[config.mk]
export PLATFORM = sky130hd
export DESIGN_NAME = pipe_ctrl
export DESIGN_NICKNAME = d
export VERILOG_FILES = /design/src/ctrl_pkg.sv /design/src/issue_seq.sv /design/src/mem_seq.sv /design/src/pipe_ctrl.sv /design/src/wb_seq.sv
export SDC_FILE = /design/constraint.sdc
export NUM_CORES = 1
export LEC_CHECK = 0
export ABC_AREA = 0
export BUFFER_PORTS_ARGS = -buffer_cell sky130_fd_sc_hd__buf_2
export CAP_MARGIN = 20
export CORE_MARGIN = 3
export CORE_UTILIZATION = 48
export DETAILED_ROUTE_END_ITERATION = 10
export GPL_ROUTABILITY_DRIVEN = 0
export GPL_TIMING_DRIVEN = 1
export HOLD_SLACK_MARGIN = 0.05
export PLACE_DENSITY = 0.82
export REMOVE_ABC_BUFFERS = 1
export SLEW_MARGIN = 20
export SYNTH_ARGS = -nofsm -noshare
export SYNTH_HDL_FRONTEND = slang
export SYNTH_SLANG_ARGS = --single-unit
[constraint.sdc]
create_clock -name clk -period 3.2 [get_ports clk]
set_clock_uncertainty 0.05 [all_clocks]
set_input_delay 0.16 -clock clk [delete_from_list [all_inputs] [get_ports clk]]
set_output_delay 0.16 -clock clk [all_outputs]
set_load 0.02 [all_outputs]
[src/ctrl_pkg.sv]
package ctrl_pkg;

    //////////////////////////////
    // instruction fields
    //////////////////////////////

    // raw opcode as it comes out of the instruction register
    typedef logic [5:0] opcode_t;

    // alu function select, taken straight from the opcode
    typedef logic [3:0] alu_op_t;

    // position of the alu field inside the opcode
    localparam int unsigned ALU_OP_MSB = 4;
    localparam int unsigned ALU_OP_LSB = 1;

    // set on an alu opcode when an immediate word follows
    localparam int unsigned IMM_BIT = 0;

    // class boundaries, opcodes below JUMP_BASE are alu
    localparam opcode_t JUMP_BASE    = 6'd32;
    localparam opcode_t ILLEGAL_BASE = 6'd48;

    //////////////////////////////
    // decoded class
    //////////////////////////////

    typedef enum logic [1:0] {
        OPC_ALU     = 2'd0,
        OPC_JUMP    = 2'd1,
        OPC_ILLEGAL = 2'd2
    } op_class_t;

    //////////////////////////////
    // stage commands
    //////////////////////////////

    // memory stage, sampled once per dispatch
    typedef enum logic [1:0] {
        MEM_NONE     = 2'd0,
        MEM_LOAD     = 2'd1,
        MEM_STORE    = 2'd2,
        MEM_PORT_OUT = 2'd3
    } mem_cmd_t;

    // write-back stage, sampled once per dispatch
    typedef enum logic [1:0] {
        WB_NONE  = 2'd0,
        WB_MEM   = 2'd1,
        WB_ALU   = 2'd2,
        WB_FLAGS = 2'd3
    } wb_cmd_t;

endpackage

[src/issue_seq.sv]
`timescale 1ns/1ps

module issue_seq
    import ctrl_pkg::*;
(
    input  logic      clk,
    input  logic      rst,
    input  opcode_t   opcode,
    input  logic      pc_w,
    input  logic      i_odv,
    input  logic      wb_idle,
    output logic      issue_idle,
    output logic      imem_rd,
    output logic      ir_load,
    output logic      opnd_load,
    output logic      pc_inc,
    output logic      pc_load,
    output logic      alu_en,
    output alu_op_t   alu_op,
    output logic      jmp_en,
    output logic      illegal
);

    typedef enum logic [2:0] {
        S_IDLE     = 3'd0,
        S_REDIRECT = 3'd1,
        S_FETCH    = 3'd2,
        S_DECODE   = 3'd3,
        S_EXECUTE  = 3'd4,
        S_OPERAND  = 3'd5,
        S_CAPTURE  = 3'd6
    } state_t;

    state_t    state;
    state_t    state_nxt;
    op_class_t op_class;
    logic      need_opnd;

    //////////////////////////////
    // opcode classification
    //////////////////////////////

    always_comb
    begin
        if (opcode >= ILLEGAL_BASE)
            op_class = OPC_ILLEGAL;
        else if (opcode >= JUMP_BASE)
            op_class = OPC_JUMP;
        else
            op_class = OPC_ALU;
    end

    // jumps always carry a target word, alu ops only with an immediate
    assign need_opnd = (op_class == OPC_JUMP) ||
                       ((op_class == OPC_ALU) && opcode[IMM_BIT]);

    //////////////////////////////
    // state register
    //////////////////////////////

    always_ff @(posedge clk)
    begin
        if (rst)
            state <= S_IDLE;
        else
            state <= state_nxt;
    end

    always_comb
    begin
        state_nxt = state;
        case (state)
            S_IDLE:
            begin
                // wait until write-back has drained
                if (wb_idle)
                    state_nxt = pc_w ? S_REDIRECT : S_FETCH;
            end
            S_REDIRECT: state_nxt = S_FETCH;
            S_FETCH:
            begin
                if (i_odv)
                    state_nxt = S_DECODE;
            end
            S_DECODE:   state_nxt = S_EXECUTE;
            S_EXECUTE:  state_nxt = need_opnd ? S_OPERAND : S_IDLE;
            S_OPERAND:
            begin
                if (i_odv)
                    state_nxt = S_CAPTURE;
            end
            S_CAPTURE:  state_nxt = S_IDLE;
            default:    state_nxt = S_IDLE;
        endcase
    end

    //////////////////////////////
    // control strobes
    //////////////////////////////

    assign issue_idle = (state == S_IDLE);
    assign imem_rd    = (state == S_FETCH) || (state == S_OPERAND);
    assign pc_load    = (state == S_REDIRECT);
    assign ir_load    = (state == S_DECODE);
    assign opnd_load  = (state == S_CAPTURE);
    // pc steps past the instruction word and again past the operand word
    assign pc_inc     = (state == S_DECODE) || (state == S_CAPTURE);

    always_comb
    begin
        alu_en  = 1'b0;
        alu_op  = '0;
        jmp_en  = 1'b0;
        illegal = 1'b0;
        if (state == S_EXECUTE)
        begin
            case (op_class)
                OPC_ALU:
                begin
                    alu_en = 1'b1;
                    alu_op = opcode[ALU_OP_MSB:ALU_OP_LSB];
                end
                OPC_JUMP: jmp_en  = 1'b1;
                default:  illegal = 1'b1;
            endcase
        end
    end

endmodule

[src/mem_seq.sv]
`timescale 1ns/1ps

module mem_seq
    import ctrl_pkg::*;
(
    input  logic     clk,
    input  logic     rst,
    input  logic     issue_idle,
    input  mem_cmd_t mem_cmd,
    input  logic     d_rdy,
    input  logic     d_odv,
    input  logic     hs_in,
    output logic     mem_idle,
    output logic     dmem_rd,
    output logic     dmem_wr,
    output logic     hs_out
);

    typedef enum logic [2:0] {
        S_IDLE     = 3'd0,
        S_DISPATCH = 3'd1,
        S_LD_READY = 3'd2,
        S_LD_XFER  = 3'd3,
        S_ST_READY = 3'd4,
        S_ST_XFER  = 3'd5,
        S_PO_WAIT  = 3'd6,
        S_PO_HOLD  = 3'd7
    } state_t;

    state_t state;
    state_t state_nxt;

    //////////////////////////////
    // state register
    //////////////////////////////

    always_ff @(posedge clk)
    begin
        if (rst)
            state <= S_IDLE;
        else
            state <= state_nxt;
    end

    always_comb
    begin
        state_nxt = state;
        case (state)
            S_IDLE:
            begin
                if (issue_idle)
                    state_nxt = S_DISPATCH;
            end
            S_DISPATCH:
            begin
                case (mem_cmd)
                    MEM_LOAD:     state_nxt = S_LD_READY;
                    MEM_STORE:    state_nxt = S_ST_READY;
                    MEM_PORT_OUT: state_nxt = S_PO_WAIT;
                    default:      state_nxt = S_IDLE;
                endcase
            end
            // stall here while write-back still owns the data path
            S_LD_READY:
            begin
                if (d_rdy)
                    state_nxt = S_LD_XFER;
            end
            S_LD_XFER:
            begin
                if (d_odv)
                    state_nxt = S_IDLE;
            end
            S_ST_READY:
            begin
                if (d_rdy)
                    state_nxt = S_ST_XFER;
            end
            S_ST_XFER:
            begin
                if (d_odv)
                    state_nxt = S_IDLE;
            end
            // port-out, first phase waits for the peer to ask
            S_PO_WAIT:
            begin
                if (hs_in)
                    state_nxt = S_PO_HOLD;
            end
            // second phase holds until the peer lets go
            S_PO_HOLD:
            begin
                if (!hs_in)
                    state_nxt = S_IDLE;
            end
            default: state_nxt = S_IDLE;
        endcase
    end

    //////////////////////////////
    // outputs
    //////////////////////////////

    assign mem_idle = (state == S_IDLE);
    assign dmem_rd  = (state == S_LD_XFER);
    assign dmem_wr  = (state == S_ST_XFER);
    assign hs_out   = (state == S_PO_HOLD);

endmodule

[src/pipe_ctrl.sv]
`timescale 1ns/1ps

module pipe_ctrl
    import ctrl_pkg::*;
(
    input  logic     clk,
    input  logic     rst,
    // datapath status
    input  opcode_t  opcode,
    input  logic     pc_w,
    input  logic     i_odv,
    input  logic     d_odv,
    input  logic     hs_in,
    input  mem_cmd_t mem_cmd,
    input  wb_cmd_t  wb_cmd,
    // issue strobes
    output logic     imem_rd,
    output logic     ir_load,
    output logic     opnd_load,
    output logic     pc_inc,
    output logic     pc_load,
    output logic     alu_en,
    output alu_op_t  alu_op,
    output logic     jmp_en,
    output logic     illegal,
    // memory strobes
    output logic     dmem_rd,
    output logic     dmem_wr,
    output logic     hs_out,
    // write-back strobes
    output logic     reg_we,
    output logic     flag_we
);

    // stage-to-stage levels
    logic issue_idle;
    logic mem_idle;
    logic wb_idle;
    logic d_rdy;

    //////////////////////////////
    // issue stage
    //////////////////////////////

    issue_seq u_issue (
        .clk        (clk),
        .rst        (rst),
        .opcode     (opcode),
        .pc_w       (pc_w),
        .i_odv      (i_odv),
        .wb_idle    (wb_idle),
        .issue_idle (issue_idle),
        .imem_rd    (imem_rd),
        .ir_load    (ir_load),
        .opnd_load  (opnd_load),
        .pc_inc     (pc_inc),
        .pc_load    (pc_load),
        .alu_en     (alu_en),
        .alu_op     (alu_op),
        .jmp_en     (jmp_en),
        .illegal    (illegal)
    );

    //////////////////////////////
    // memory stage
    //////////////////////////////

    mem_seq u_mem (
        .clk        (clk),
        .rst        (rst),
        .issue_idle (issue_idle),
        .mem_cmd    (mem_cmd),
        .d_rdy      (d_rdy),
        .d_odv      (d_odv),
        .hs_in      (hs_in),
        .mem_idle   (mem_idle),
        .dmem_rd    (dmem_rd),
        .dmem_wr    (dmem_wr),
        .hs_out     (hs_out)
    );

    //////////////////////////////
    // write-back stage
    //////////////////////////////

    wb_seq u_wb (
        .clk      (clk),
        .rst      (rst),
        .mem_idle (mem_idle),
        .wb_cmd   (wb_cmd),
        .d_odv    (d_odv),
        .wb_idle  (wb_idle),
        .d_rdy    (d_rdy),
        .reg_we   (reg_we),
        .flag_we  (flag_we)
    );

endmodule

[src/wb_seq.sv]
`timescale 1ns/1ps

module wb_seq
    import ctrl_pkg::*;
(
    input  logic    clk,
    input  logic    rst,
    input  logic    mem_idle,
    input  wb_cmd_t wb_cmd,
    input  logic    d_odv,
    output logic    wb_idle,
    output logic    d_rdy,
    output logic    reg_we,
    output logic    flag_we
);

    typedef enum logic [2:0] {
        S_IDLE     = 3'd0,
        S_DISPATCH = 3'd1,
        S_ALU_WR   = 3'd2,
        S_FLAG_WR  = 3'd3,
        S_MEM_WAIT = 3'd4
    } state_t;

    state_t state;
    state_t state_nxt;

    always_ff @(posedge clk)
    begin
        if (rst)
            state <= S_IDLE;
        else
            state <= state_nxt;
    end

    always_comb
    begin
        state_nxt = state;
        case (state)
            S_IDLE:
            begin
                if (mem_idle)
                    state_nxt = S_DISPATCH;
            end
            S_DISPATCH:
            begin
                case (wb_cmd)
                    WB_MEM:   state_nxt = S_MEM_WAIT;
                    WB_ALU:   state_nxt = S_ALU_WR;
                    WB_FLAGS: state_nxt = S_FLAG_WR;
                    default:  state_nxt = S_IDLE;
                endcase
            end
            S_ALU_WR:  state_nxt = S_IDLE;
            S_FLAG_WR: state_nxt = S_IDLE;
            S_MEM_WAIT:
            begin
                if (d_odv)
                    state_nxt = S_IDLE;
            end
            default:   state_nxt = S_IDLE;
        endcase
    end

    assign wb_idle = (state == S_IDLE);
    // memory result still outstanding, keep the memory stage off the bus
    assign d_rdy   = (state != S_MEM_WAIT);
    assign reg_we  = (state == S_ALU_WR) || (state == S_MEM_WAIT);
    assign flag_we = (state == S_FLAG_WR);

endmodule
* Yosys cells after proc, flatten, opt, wreduce, memory -nomap -nowiden
Cells that the tools add are included.
Cells by class: magnitude comparators 2, eq/ne operators 36, multiplexer cells 27, reduce and logical (&&, ||, !) cells 14
Operator list (number):
- two-way mux 3 bit | 11
- case mux 3 bit (3 select lines) | 3
- == test 3 bit (second input constant) | 8
- case mux 3 bit (7 select lines) | 1
- == test 3 x 2 -> 1 bit (second input constant) | 6
- != test 2 bit (second input constant) | 9
- case mux 3 bit (6 select lines) | 1
- >= comparator 6 bit (second input constant) | 2
- == test 3 x 1 -> 1 bit (second input constant) | 3
- logical NOT 3 bit | 3
- == test 2 bit (second input constant) | 4
- two-way mux 4 bit | 2
- two-way mux 1 bit | 7
- == test 2 x 1 -> 1 bit (second input constant) | 3
- AND reduction 6 bit | 1
- logical OR 1 bit | 4
- two-way mux 2 bit | 2
- != test 2 x 1 -> 1 bit (second input constant) | 2
- OR reduction 2 bit | 2
- != test 3 bit (second input constant) | 1
- AND reduction 3 bit | 1
- logical NOT 2 bit | 1
- AND reduction 2 bit | 1
- logical AND 1 bit | 1
Storage, ports and cells: bits in registers 9, input port bits 16, logic and storage cells 82

* Longest topological paths before layout
word-level depth 8, mapped depth 5, gate-level depth less buffers 4

* Hierarchy
From an unflattened synthesis, not the netlist that was laid out.
Second synthesis, totals: cell total of the unflattened synthesis 90, area, all modules 719.4 µm²
By module, submodules not included:
- issue_seq | times used 1, cells an instance 42, area an instance 294.0 µm², seq. area each 60.1 µm²
- mem_seq | times used 1, cells an instance 32, area an instance 260.2 µm², seq. area each 60.1 µm²
- wb_seq | times used 1, cells an instance 16, area an instance 165.2 µm², seq. area each 60.1 µm²

* Least setup slack after synthesis
Ideal clock, no wire load.
path kind register to output, start register u_issue.state[0], end output alu_op[0], arrival 1398 ps, data required time 2990 ps, setup slack 1592 ps, cell stages (with the launch flop) 4, path buffers 0, cells stage by stage dfxtp_1 -> or3b_4 -> nor2_1 -> and2_1
Between the ends: longest elaborated chain between the ends 2
Ends and longest elaborated chain:
- from (decl) | RTL line issue_seq.sv:34 | state_t state;
- from (signal assigned) | RTL line issue_seq.sv:66 | state <= state_nxt;
- == test 3 bit | RTL line issue_seq.sv:115 | if (state == S_EXECUTE)
- two-way mux 4 bit | RTL line issue_seq.sv:115
- to (decl) | RTL line pipe_ctrl.sv:23 | output alu_op_t alu_op,
Every way passes these cells.

* Final worst setup path
start register u_issue.state[2], end output alu_op[0]
Same word-level chain as after synthesis.

==> metrics.md <==
| Metric | Value |
|---|---|
| ANT nets after route | 0 |
| Crit share post-route | 61.7% |
| Clock Tree Buf Depth | 2 |
| VDD IR max | 0.000398 V |
| Vias per inst | 5.47 |
| Final Critical Period | 1.98 ns |
| Worst path cell trace | or3b_4, nor2_1, and2_1, buf_2 |
| Yosys warning count | 0 |
| Final #Nets | 143 |
| Largest net degree at the start of global routing | 14 |
| Via count | 771 |
| Post-Layout Cell Count | 141 |
| WP data required | 2.99 ns |
| Core area | 1350 µm² |
| Post-route cell area | 857 µm² |
| Data arrival, critical path | 1.77 ns |
| Clock Sinks | 9 |
| Most numerous cell in the Yosys netlist | nor2_1 |
| FF+latch count, synth | 9 |
| F_max | 506 MHz |
| Critical path type | flip-flop to primary output |
| Hold path startpoint | wb_cmd[1] |
| Post-synthesis cell count | 98 |
| Num CTS Buffers | 3 |
| Die Y | 44.8 µm |
| Final hold slack | 0.0797 ns |
| Buf/Inv on CP | 1 |
| EDFF count, synth | 0 |
| Setup TNS Final | 0 ns |
| Synth area leader | dfxtp_1 |
| Area contributors post-synth | dfxtp_1 25%, clkbuf_8 7.6%, nor2_1 6.3%, nand2_1 5.7%, and2_1 5.2% |
| Max-slew headroom | 69.1% |
| Starting DRT DRC Count | 11 |
| Met1 usage | 19.8% |
| Post-CTS Setup Bufs | 0 |
| Worst path max stage delay | 0.52 ns |
| CP max-delay cell | dfxtp_1 |
| RSZ-0062 raised after global routing | false |
| Worst setup startpoint | u_issue.state[2]$_SDFFE_PP0P_ |
| Input/output buffers | 32 |
| Post-synth top flop | dfxtp_1 |
| FP Rows | 13 |
| GRT Residual Overflow | 0 |
| Synth Cell Area | 721 µm² |
| Power density over cell area | 658 nW/µm² |
| Fillcell total | 128 |
| Final slew viol count | 0 |
| IO Pins | 33 |
| Sequential area share after synthesis | 25.0% |
| Vias in the first global route | 710 |
| Antenna diodes | 0 |
| Worst setup SP type | flip-flop |
| Max Cap Violations | 0 |
| Die span in x | 44.8 µm |
| CP endpoint kind | primary output |
| DR DRC count | 0 |
| First drt pass iteration count | 4 |
| Mapped Avg Cell Area | 7.35 µm² |
| Total power | 564 µW |
| Overall routed net length | 1690 µm |
| Met3 Usage GRT | 5.18% |
| GRT Total Usage | 18.2% |
| Leak | 0.000419 µW |
| Quantity of gates resized following cts | 0 |
| Hold buffers post-CTS | 1 |
| Reg2reg start | u_issue.state[2]$_SDFFE_PP0P_ |
| Worst hold path class | input pin to flip-flop |
| Yosys cell types | 36 |
| Final setup fails | 0 |
| Clock slew seen by the registers of the worst setup and hold paths | 0.06 ns |
| Clk Latency, worst-skew pair | 0.27 ns |
| Initial core utilization | 53.4% |
| H-Tree Depth | 1 |
| Die area | 2000 µm² |
| DP HPWL | 1260 µm |
| Placed Cells | 136 |
| Fin. Hold Viols | 0 |
| Cell Area, Placed | 821 µm² |
| Worst Tran Pin Value | 0.457 ns |
| Top post-synthesis cells by count | 12 x nor2_1, 11 x nand2_1, 9 x dfxtp_1, 7 x a21oi_1, 6 x and2_1 |
| Family with the most delay on the worst path | simple AND/OR/NAND/NOR gates |
| Layout overhead on the synthesized area | 18.9% |
| Ratio of cells with drive above 1 in the final layout | 31.0% |
| FFs w/ async S/R, synth | 0% |
| Initial antenna violation count | 0 |
| CTS tree | built |
| Outcome | finished, final reports clean |
| Critical Path Fanout Max | 12 |
| Global Route met2 Usage | 30.7% |
| Most Crowded Layer GR | met2 |
| DR WL/cell | 12.0 µm |
| CTS root buf | clkbuf_4 |
| First-pass GRT wire length | 2670 µm |
| Synth top area share | 25.0% |
-- logic make-up (layout without fill, tap and decap cells) --
family,Yosys count,count (layout),share of synthesized area (%)
DFF,9,9,25.0
AOI/OAI and AO/OA,23,23,20.0
and+or+nand+nor,50,50,38.2
muxes,1,1,1.39
xor gates and xnor gates,2,2,2.43
buffers and inverters,13,41,13.0
-- cell usage in the layout (no fill, tap or decap), types with 2 or more instances in the layout --
master    count
buf_2        32
nor2_1       12
nand2_1      11
dfxtp_1       9
a21oi_1       7
and2_1        6
o21ai_0       5
nor3_1        5
inv_1         4
nor2b_1       3
nor4_1        3
clkbuf_4      3
a32oi_1       2
a31oi_1       2
-- path summary, 6_finish.rpt --
path                                    to  slack (ns)  cells past startpoint
min             u_wb.state[1]$_SDFFE_PP0P_        0.08                      3
max                              alu_op[0]        1.22                      4
max reg2reg  u_issue.state[0]$_SDFFE_PP0P_        1.62                      4
min reg2reg     u_wb.state[0]$_SDFFE_PP0P_        0.55                      1
-- stage by stage --
stage | worst slack (ns) | utilization (%)
6_report | 1.22 | 63.5
4_1_cts | 1.21 | 63.5
2_1_floorplan | 1.43 | -
5_1_grt | 1.11 | 63.5
3_3_place_gp | 1.58 | 60.8
3_5_place_dp | 1.50 | 60.8
-- area by class of cell --
type / instances / area [µm²] / share of cell area (%)
clock buffers: 4 / 26.3 / 3.07
well taps: 15 / 18.8 / 2.19
flip-flops and latches: 9 / 180 / 21.0
multi-input cells: 76 / 447 / 52.1
repair buffers: 33 / 170 / 19.9
inverters: 4 / 15.0 / 1.75
-- tightest hold or removal path, stage by stage --
cell and delay [ns]:
buf_2 0.11, nand2_1 0.05, nor3_1 0.03
-- flip-flops by register name, indices dropped and copies added, names as in the netlist --
name	flops
u_issue.state	3
u_mem.state	3
u_wb.state	3
-- layer usage --
metal	up-vias	share of wire [%]
li1	402	-
met1	343	44
met2	24	46
met3	2	8.2
met4	0	1.8
met5	-	0
-- power by group --
group / total, µW / switching, µW / internal [µW] / leakage, µW
clock: 89.6 / 41.5 / 48.2 / 0.0000150
combinational: 240 / 124 / 116 / 0.000330
sequential: 234 / 87.9 / 146 / 0.0000739
total: 564 / 253 / 311 / 0.000419
Power figures use the tool's default switching activity.
